===== config.mk =====
export PLATFORM = sky130hd
export DESIGN_NAME = rv_exec_top
export DESIGN_NICKNAME = d
export VERILOG_FILES = /design/src/rv_exec_pkg.sv /design/src/rv_exec_alu.sv /design/src/rv_exec_issue.sv /design/src/rv_exec_result.sv /design/src/rv_exec_top.sv
export VERILOG_INCLUDE_DIRS = /design/src
export SDC_FILE = /design/constraint.sdc
export NUM_CORES = 2
export LEC_CHECK = 0
export BUFFER_PORTS_ARGS = -buffer_cell sky130_fd_sc_hd__buf_4
export CELL_PAD_IN_SITES_DETAIL_PLACEMENT = 1
export CELL_PAD_IN_SITES_GLOBAL_PLACEMENT = 1
export CORE_MARGIN = 2
export CORE_UTILIZATION = 45
export DETAILED_ROUTE_END_ITERATION = 8
export PLACE_DENSITY = 0.79
export SYNTH_ARGS = -nofsm -noshare
export SYNTH_HDL_FRONTEND = slang
export SYNTH_SLANG_ARGS = --single-unit

===== constraint.sdc =====
create_clock -name clk -period 27.8 [get_ports clk]
set_clock_uncertainty 0.05 [all_clocks]
set_input_delay 1.39 -clock clk [delete_from_list [all_inputs] [get_ports clk]]
set_output_delay 1.39 -clock clk [all_outputs]
set_load 0.01 [all_outputs]

===== src/rv_exec_consts.svh =====
`ifndef RV_EXEC_CONSTS_SVH
`define RV_EXEC_CONSTS_SVH

// integer register width, fixed by RV64
`define RV_XLEN 64

// destination register index, 32 registers
`define RV_REG_IDX_W 5

// shift amount field, log2 of RV_XLEN
`define RV_SHAMT_W 6

`endif


===== src/rv_exec_pkg.sv =====
`default_nettype none

`include "rv_exec_consts.svh"

package rv_exec_pkg;

  // execute opcodes, already decoded from the instruction word
  typedef enum logic [4:0] {
    ADD, SUB, ADDW, SUBW,
    SLL, SRL, SRA,
    SLT, SLTU,
    XOR, OR, AND,
    LUI,
    JAL, JALR,
    BEQ, BNE, BLT, BGE, BLTU, BGEU,
    LOAD, STORE
  } exec_op_e;

  typedef enum logic [1:0] {
    CLS_ALU,
    CLS_BJP,
    CLS_LS
  } exec_class_e;

  // which datapath result goes to the write-back value
  typedef enum logic [3:0] {
    SEL_ADD, SEL_ADDW,
    SEL_SLL, SEL_SRL, SEL_SRA,
    SEL_SLT, SEL_SLTU,
    SEL_XOR, SEL_OR, SEL_AND,
    SEL_LUI
  } res_sel_e;

  typedef enum logic [1:0] {
    LS_BYTE,
    LS_HALF,
    LS_WORD,
    LS_DWORD
  } ls_size_e;

  typedef struct packed {
    exec_op_e                 op;
    logic                     rd_wr_en;
    logic [`RV_REG_IDX_W-1:0] rd_idx;
    logic [`RV_XLEN-1:0]      op1;
    logic [`RV_XLEN-1:0]      op2;
    logic [`RV_XLEN-1:0]      jp_base;
    logic [`RV_XLEN-1:0]      jp_offs;
    logic [`RV_XLEN-1:0]      store_data;
    ls_size_e                 ls_size;
    logic                     ls_unsigned;
  } exec_req_t;

  typedef struct packed {
    exec_class_e cls;
    logic        sub;
    res_sel_e    sel;
    exec_op_e    br_cond;
  } exec_ctrl_t;

  typedef struct packed {
    logic     load;
    logic     store;
    logic     is_unsigned;
    ls_size_e size;
  } ls_info_t;

  typedef struct packed {
    logic                     rd_wr_en;
    logic [`RV_REG_IDX_W-1:0] rd_idx;
    logic [`RV_XLEN-1:0]      result;
    logic                     jump_taken;
    logic [`RV_XLEN-1:0]      jump_addr;
    ls_info_t                 ls_info;
    logic [`RV_XLEN-1:0]      store_data;
  } exec_resp_t;

endpackage

`default_nettype wire


===== src/rv_exec_alu.sv =====
`timescale 1ns/100ps
`default_nettype none

`include "rv_exec_consts.svh"

module rv_exec_alu
  import rv_exec_pkg::*;
(
  input  exec_req_t  req_i,
  input  exec_ctrl_t ctrl_i,
  output exec_resp_t resp_o
);

  logic [`RV_XLEN-1:0]    adder_in2;
  logic [`RV_XLEN-1:0]    adder_res;
  logic                   adder_cout;
  logic [`RV_XLEN-1:0]    addw_res;
  logic                   lt_signed;
  logic                   lt_unsigned;
  logic                   equal;
  logic [`RV_SHAMT_W-1:0] shamt;
  logic [`RV_XLEN-1:0]    sll_res;
  logic [`RV_XLEN-1:0]    srl_res;
  logic [`RV_XLEN-1:0]    sra_res;
  logic [`RV_XLEN-1:0]    result;
  logic                   cond_ok;
  logic                   jump_taken;
  logic                   is_ls;
  ls_info_t               ls_info;

  // shared adder, subtract is op1 + ~op2 + 1
  assign adder_in2 = ctrl_i.sub ? ~req_i.op2 : req_i.op2;
  assign {adder_cout, adder_res} = {1'b0, req_i.op1} + {1'b0, adder_in2}
                                 + {{`RV_XLEN{1'b0}}, ctrl_i.sub};

  // word forms keep the low half, sign-extended
  assign addw_res = {{(`RV_XLEN-32){adder_res[31]}}, adder_res[31:0]};

  // signs differ: op1 negative wins; signs equal: difference sign decides
  assign lt_signed = (req_i.op1[`RV_XLEN-1] & ~req_i.op2[`RV_XLEN-1])
                   | (~(req_i.op1[`RV_XLEN-1] ^ req_i.op2[`RV_XLEN-1])
                      & adder_res[`RV_XLEN-1]);
  // no borrow out means op1 >= op2
  assign lt_unsigned = ~adder_cout;
  assign equal       = ~|adder_res;

  assign shamt   = req_i.op2[`RV_SHAMT_W-1:0];
  assign sll_res = req_i.op1 << shamt;
  assign srl_res = req_i.op1 >> shamt;
  assign sra_res = $signed(req_i.op1) >>> shamt;

  always_comb begin
    case (ctrl_i.sel)
      SEL_ADD:  result = adder_res;
      SEL_ADDW: result = addw_res;
      SEL_SLL:  result = sll_res;
      SEL_SRL:  result = srl_res;
      SEL_SRA:  result = sra_res;
      SEL_SLT:  result = {{(`RV_XLEN-1){1'b0}}, lt_signed};
      SEL_SLTU: result = {{(`RV_XLEN-1){1'b0}}, lt_unsigned};
      SEL_XOR:  result = req_i.op1 ^ req_i.op2;
      SEL_OR:   result = req_i.op1 | req_i.op2;
      SEL_AND:  result = req_i.op1 & req_i.op2;
      // upper immediate is already placed in op2
      SEL_LUI:  result = req_i.op2;
      default:  result = '0;
    endcase
  end

  // branch condition against the compare flags
  always_comb begin
    case (ctrl_i.br_cond)
      JAL, JALR: cond_ok = 1'b1;
      BEQ:       cond_ok = equal;
      BNE:       cond_ok = ~equal;
      BLT:       cond_ok = lt_signed;
      BGE:       cond_ok = ~lt_signed;
      BLTU:      cond_ok = lt_unsigned;
      BGEU:      cond_ok = ~lt_unsigned;
      default:   cond_ok = 1'b0;
    endcase
  end

  assign jump_taken = (ctrl_i.cls == CLS_BJP) && cond_ok;

  // memory side info, all zero outside the LS class
  assign is_ls               = (ctrl_i.cls == CLS_LS);
  assign ls_info.load        = is_ls && (req_i.op == LOAD);
  assign ls_info.store       = is_ls && (req_i.op == STORE);
  assign ls_info.is_unsigned = is_ls && req_i.ls_unsigned;
  assign ls_info.size        = is_ls ? req_i.ls_size : LS_BYTE;

  always_comb begin
    resp_o.rd_wr_en   = req_i.rd_wr_en;
    resp_o.rd_idx     = req_i.rd_idx;
    resp_o.result     = result;
    resp_o.jump_taken = jump_taken;
    // target adder runs for every packet
    resp_o.jump_addr  = req_i.jp_base + req_i.jp_offs;
    resp_o.ls_info    = ls_info;
    resp_o.store_data = ls_info.store ? req_i.store_data : '0;
  end

endmodule

`default_nettype wire


===== src/rv_exec_issue.sv =====
`timescale 1ns/100ps
`default_nettype none

module rv_exec_issue
  import rv_exec_pkg::*;
(
  input  logic       clk,
  input  logic       reset_i,
  input  logic       req_valid_i,
  output logic       req_ready_o,
  input  exec_req_t  req_i,
  output logic       iss_valid_o,
  input  logic       iss_ready_i,
  output exec_req_t  iss_req_o,
  output exec_ctrl_t iss_ctrl_o
);

  logic       valid_q;
  exec_req_t  req_q;
  exec_ctrl_t dec;

  // accept when empty or when the held packet moves on this cycle
  assign req_ready_o = ~valid_q | iss_ready_i;

  always_ff @(posedge clk) begin
    if (reset_i) begin
      valid_q <= 1'b0;
    end else if (req_ready_o) begin
      valid_q <= req_valid_i;
    end
  end

  always_ff @(posedge clk) begin
    if (req_valid_i && req_ready_o) begin
      req_q <= req_i;
    end
  end

  // opcode to execute controls, from the held packet
  always_comb begin
    dec.cls     = CLS_ALU;
    dec.sub     = 1'b0;
    dec.sel     = SEL_ADD;
    dec.br_cond = ADD;
    case (req_q.op)
      SUB: dec.sub = 1'b1;
      ADDW: dec.sel = SEL_ADDW;
      SUBW: begin
        dec.sel = SEL_ADDW;
        dec.sub = 1'b1;
      end
      SLL: dec.sel = SEL_SLL;
      SRL: dec.sel = SEL_SRL;
      SRA: dec.sel = SEL_SRA;
      SLT: begin
        dec.sel = SEL_SLT;
        dec.sub = 1'b1;
      end
      SLTU: begin
        dec.sel = SEL_SLTU;
        dec.sub = 1'b1;
      end
      XOR: dec.sel = SEL_XOR;
      OR: dec.sel = SEL_OR;
      AND: dec.sel = SEL_AND;
      LUI: dec.sel = SEL_LUI;
      // link value comes out of the adder
      JAL, JALR: begin
        dec.cls     = CLS_BJP;
        dec.br_cond = req_q.op;
      end
      // compare through the subtracting adder
      BEQ, BNE, BLT, BGE, BLTU, BGEU: begin
        dec.cls     = CLS_BJP;
        dec.sub     = 1'b1;
        dec.br_cond = req_q.op;
      end
      // effective address from the adder
      LOAD, STORE: dec.cls = CLS_LS;
      default: dec.sel = SEL_ADD;
    endcase
  end

  assign iss_valid_o = valid_q;
  assign iss_req_o   = req_q;
  assign iss_ctrl_o  = dec;

  // a stalled packet must not change under the downstream stage
  a_hold_stable: assert property (@(posedge clk) disable iff (reset_i)
    iss_valid_o && !iss_ready_i |=> iss_valid_o && $stable(iss_req_o));

endmodule

`default_nettype wire


===== src/rv_exec_result.sv =====
`timescale 1ns/100ps
`default_nettype none

module rv_exec_result
  import rv_exec_pkg::*;
(
  input  logic       clk,
  input  logic       reset_i,
  input  logic       in_valid_i,
  output logic       in_ready_o,
  input  exec_resp_t in_resp_i,
  output logic       resp_valid_o,
  input  logic       resp_ready_i,
  output exec_resp_t resp_o
);

  logic       valid_q;
  exec_resp_t resp_q;

  // load when empty or when the current response leaves
  assign in_ready_o = ~valid_q | resp_ready_i;

  always_ff @(posedge clk) begin
    if (reset_i) begin
      valid_q <= 1'b0;
    end else if (in_ready_o) begin
      valid_q <= in_valid_i;
    end
  end

  always_ff @(posedge clk) begin
    if (in_valid_i && in_ready_o) begin
      resp_q <= in_resp_i;
    end
  end

  assign resp_valid_o = valid_q;
  assign resp_o       = resp_q;

  // no withdrawal of a pending response
  a_valid_hold: assert property (@(posedge clk) disable iff (reset_i)
    resp_valid_o && !resp_ready_i |=> resp_valid_o);

  // decode and datapath never flag both memory directions
  a_ls_onehot: assert property (@(posedge clk) disable iff (reset_i)
    resp_valid_o |-> !(resp_o.ls_info.load && resp_o.ls_info.store));

endmodule

`default_nettype wire


===== src/rv_exec_top.sv =====
`timescale 1ns/100ps
`default_nettype none

module rv_exec_top
  import rv_exec_pkg::*;
(
  input  logic       clk,
  input  logic       reset_i,
  input  logic       req_valid_i,
  output logic       req_ready_o,
  input  exec_req_t  req_i,
  output logic       resp_valid_o,
  input  logic       resp_ready_i,
  output exec_resp_t resp_o
);

  logic       iss_valid;
  logic       iss_ready;
  exec_req_t  iss_req;
  exec_ctrl_t iss_ctrl;
  exec_resp_t alu_resp;

  rv_exec_issue u_issue (
    .clk         (clk),
    .reset_i     (reset_i),
    .req_valid_i (req_valid_i),
    .req_ready_o (req_ready_o),
    .req_i       (req_i),
    .iss_valid_o (iss_valid),
    .iss_ready_i (iss_ready),
    .iss_req_o   (iss_req),
    .iss_ctrl_o  (iss_ctrl)
  );

  rv_exec_alu u_alu (
    .req_i  (iss_req),
    .ctrl_i (iss_ctrl),
    .resp_o (alu_resp)
  );

  rv_exec_result u_result (
    .clk          (clk),
    .reset_i      (reset_i),
    .in_valid_i   (iss_valid),
    .in_ready_o   (iss_ready),
    .in_resp_i    (alu_resp),
    .resp_valid_o (resp_valid_o),
    .resp_ready_i (resp_ready_i),
    .resp_o       (resp_o)
  );

endmodule

`default_nettype wire

==> metrics.yaml <==
critical_path:
  cpPeakStageDelay_ns: 0.83
  critPathLaunchType: "register"
  crit_type: "register to register"
  arrival_ns: 8.16
  crit_path_cell_trace: "nor2_1 > o21ai_1 > nand2_4 > xnor2_1 > inv_1 > fa_1 > nand2b_1 > a211oi_1 > nor2_1 > o31a_1 > mux2i_1 > nor4_1 > nand4_1 > nor3_1 > nand4_1 > or4_1 > or4_1 > nand3_1 > nand3_1"
  cp_slowest_cell: "edfxtp_1"
  path_depth: 19
  r2r_cells: 19
  critical_path.top_delay_family: "simple AND/OR/NAND/NOR gates"
  cp.required_ns: 28.14
  cp_max_fo: 38
  cp.buffers_inverters: 1
  endpoint_kind: "register"
synth:
  synthFlopType: "edfxtp_1"
  yosys_warnings: 0
  ys_top_cells_by_area: "edfxtp_1 44%, ha_1 8.7%, mux2i_1 5.5%"
  seq_area_frac_synth: 0.439
  syn_area_sq_um: 36900
  ys_seq_elements: 540
  postSynth.asyncResetShare: 0
  synth_nets: 4365
  synth_area_per_cell_sq_um: 9.79
  synth_area_leader_cell: "edfxtp_1"
  synth_edf_count: 538
  syn_inst: 3768
  synth.distinct_cells: 91
  synth_top_area_share: 0.438
timing:
  relSlewSlack: 0.137
  fin_hold_ws_ns: 0.378
  fmax_ghz: 0.128
  rsz0062_at_grt: "false"
  final_max_slew_viol_count: 0
  min_period_ns: 7.82
  worst_slew_pin_slew_ns: 1.29
  final_hold_viol_count: 0
  min_period_over_period: 0.281
  tns_ns: 0
  setup_viol: 0
detailed_routing:
  firstDrtPassIters: 6
  wl_met3_um: 16600
  num_vias: 34504
  finalWirelength_um: 172000
  top_layer_used: "met5"
  drc: 0
  routedWlPerCell_um: 32.4
  postRouteAntennaNets: 0
  dr_wl_met2_um: 79200
  wl_met1_um: 69000
  post_drt_via_cell_ratio: 6.48
  dr.first_iter.drc_count: 4302
finish:
  nFillCells: 8960
  syn_to_final_growth_pct: 19.2
  nets: 4806
  multi_input_area_sq_um: 19300
  seqCellArea_sq_um: 16200
  drive_gt1_frac: 0.176
  instances_no_fill: 5326
power_and_ir_drop:
  irDropWorstVdd_v: 0.0000531
  totalPowerFinal_mw: 2.68
  powerDensity_nw_per_um2: 60.9
  p_leak_nw: 17.9
clock_tree:
  hold_buffers: 0
  cts_tree: "built"
  clk_path_buf_depth: 3
  cts_resized: 0
  cts_buffers: 58
  postCtsSetupBuffers: 0
  cts_root_buf: "clkbuf_16"
  cts_max_level: 2
  cts_sinks: 540
  clkTransAtPathRegs_ns: 0.06
  clock_latency_ns: 0.66
global_routing:
  grt_pass1_wl_um: 245000
  antenna_found_initial: 18
  grt_pass1_vias: 34749
  grt_start_max_net_pins: 135
  grt_overflow_total: 0
  grt_usage: 0.395
placement:
  gp_congestion: 1.04
  numPortBuffers: 543
  dpl.cell_count: 5209
  hpwlAfterDp_um: 135000
status:
  run_status: "finished, final reports clean"
floorplanning:
  core.rowCount: 104
  die-area_sq_um: 84300
  fp.dieH_um: 290
  ios: 544
  core_region_area_sq_um: 80800
  start_util: 0.456
  fp.dieW_um: 290
run:
  drv_cap: 0
min_path:
  hold_class: "register to register"
  whs_path_depth: 0
[cell type report]
type | count | area share
multi-input combinational | 2848 | 0.439
sequential | 540 | 0.368
timing repair buffer | 593 | 0.102
clock buffer | 70 | 0.0354
tap | 1060 | 0.0302
inverter | 168 | 0.0145
clock inverter | 39 | 0.0106
antenna | 8 | 0.000455
[flip-flops by register name (all words and copies together) (netlist names)]
name and count:
u_result.resp_valid_o 1, u_result.resp_o 204, u_issue.iss_req_o 334, u_issue.iss_valid_o 1
[stage by stage]
stage          area (sq um)  utilization  worst slack, ns
6_report              44000        0.544            19.98
5_1_grt               44000        0.544            19.89
4_1_cts               44000        0.544            20.31
3_5_place_dp          41900        0.519            20.38
3_3_place_gp          41900        0.519            20.49
2_1_floorplan         36900            -            16.48
[where the power goes]
group          total (mW)  switching, mW  internal, mW
sequential           1.01         0.0349         0.973
combinational       0.846          0.560         0.286
clock               0.824          0.350         0.475
[cells in the mapped netlist (11+ instances only)]
library cell and instances:
xnor2_1 140, a31oi_1 33, mux4_2 21, o21bai_1 22
nand4_1 32, a211oi_1 37, o31ai_1 15, mux2_2 11
buf_1 34, a21o_1 59, mux2i_1 201, o22ai_1 19
nand2_1 340, a211o_1 14, o2111ai_1 20, o21a_1 27
nand2b_1 21, o221ai_1 13, a221oi_1 40, a21oi_1 288
inv_1 165, ha_1 257, and3_1 19, nor3_1 47
clkbuf_1 175, xor2_1 40, edfxtp_1 538, nand3_1 51
nor2_1 397, o21ai_0 328, a22oi_1 42, o211ai_1 53
and2_1 86, a221o_1 22, nor2b_1 21
[cell usage in the layout (no fill, tap or decap), drive strengths merged, types with 22 or more instances in the layout]
cell	count
buf	593
edfxtp	538
nor2	397
nand2	340
o21ai	332
a21oi	289
ha	257
mux2i	201
inv	166
xnor2	140
and2	87
clkbuf	70
a21o	59
o211ai	53
nand3	51
nor3	47
a22oi	42
xor2	40
a221oi	40
a211oi	38
a31oi	34
nand4	32
clkinv	29
o21a	27
a221o	22
o21bai	22
nor2b	22
[logic make-up (layout without fill, tap and decap cells)]
| logic type | Yosys count | count (layout) | synth area share |
|---|---|---|---|
| AOI/OAI and AO/OA | 1109 | 1109 | 0.191 |
| xor gates and xnor gates | 180 | 180 | 0.0427 |
| adders and majority gates | 259 | 259 | 0.0883 |
| buffers and inverters | 380 | 870 | 0.0389 |
| DFF | 540 | 540 | 0.439 |
| muxes | 233 | 233 | 0.0707 |
| other | 0 | 8 | 0 |
| and+or+nand+nor | 1067 | 1067 | 0.130 |
[worst paths after layout]
| path | from | endpoint | slack, ns |
|---|---|---|---|
| worst max-delay path | u_issue.iss_req_o[329] | u_result.resp_o[133] | 19.98 |
| worst min register to register | u_issue.iss_req_o[324] | u_result.resp_o[199] | 0.38 |
| worst max register to register | u_issue.iss_req_o[329] | u_result.resp_o[133] | 19.98 |
| worst min-delay path | u_issue.iss_req_o[324] | u_result.resp_o[199] | 0.38 |
[layer usage]
| metal | vias up | GRT usage |
|---|---|---|
| li1 | 14843 | - |
| met1 | 17378 | 0.521 |
| met2 | 1905 | 0.637 |
| met3 | 364 | 0.0866 |
| met4 | 14 | 0.146 |
| met5 | - | 0 |
Power figures use the tool's default switching activity.
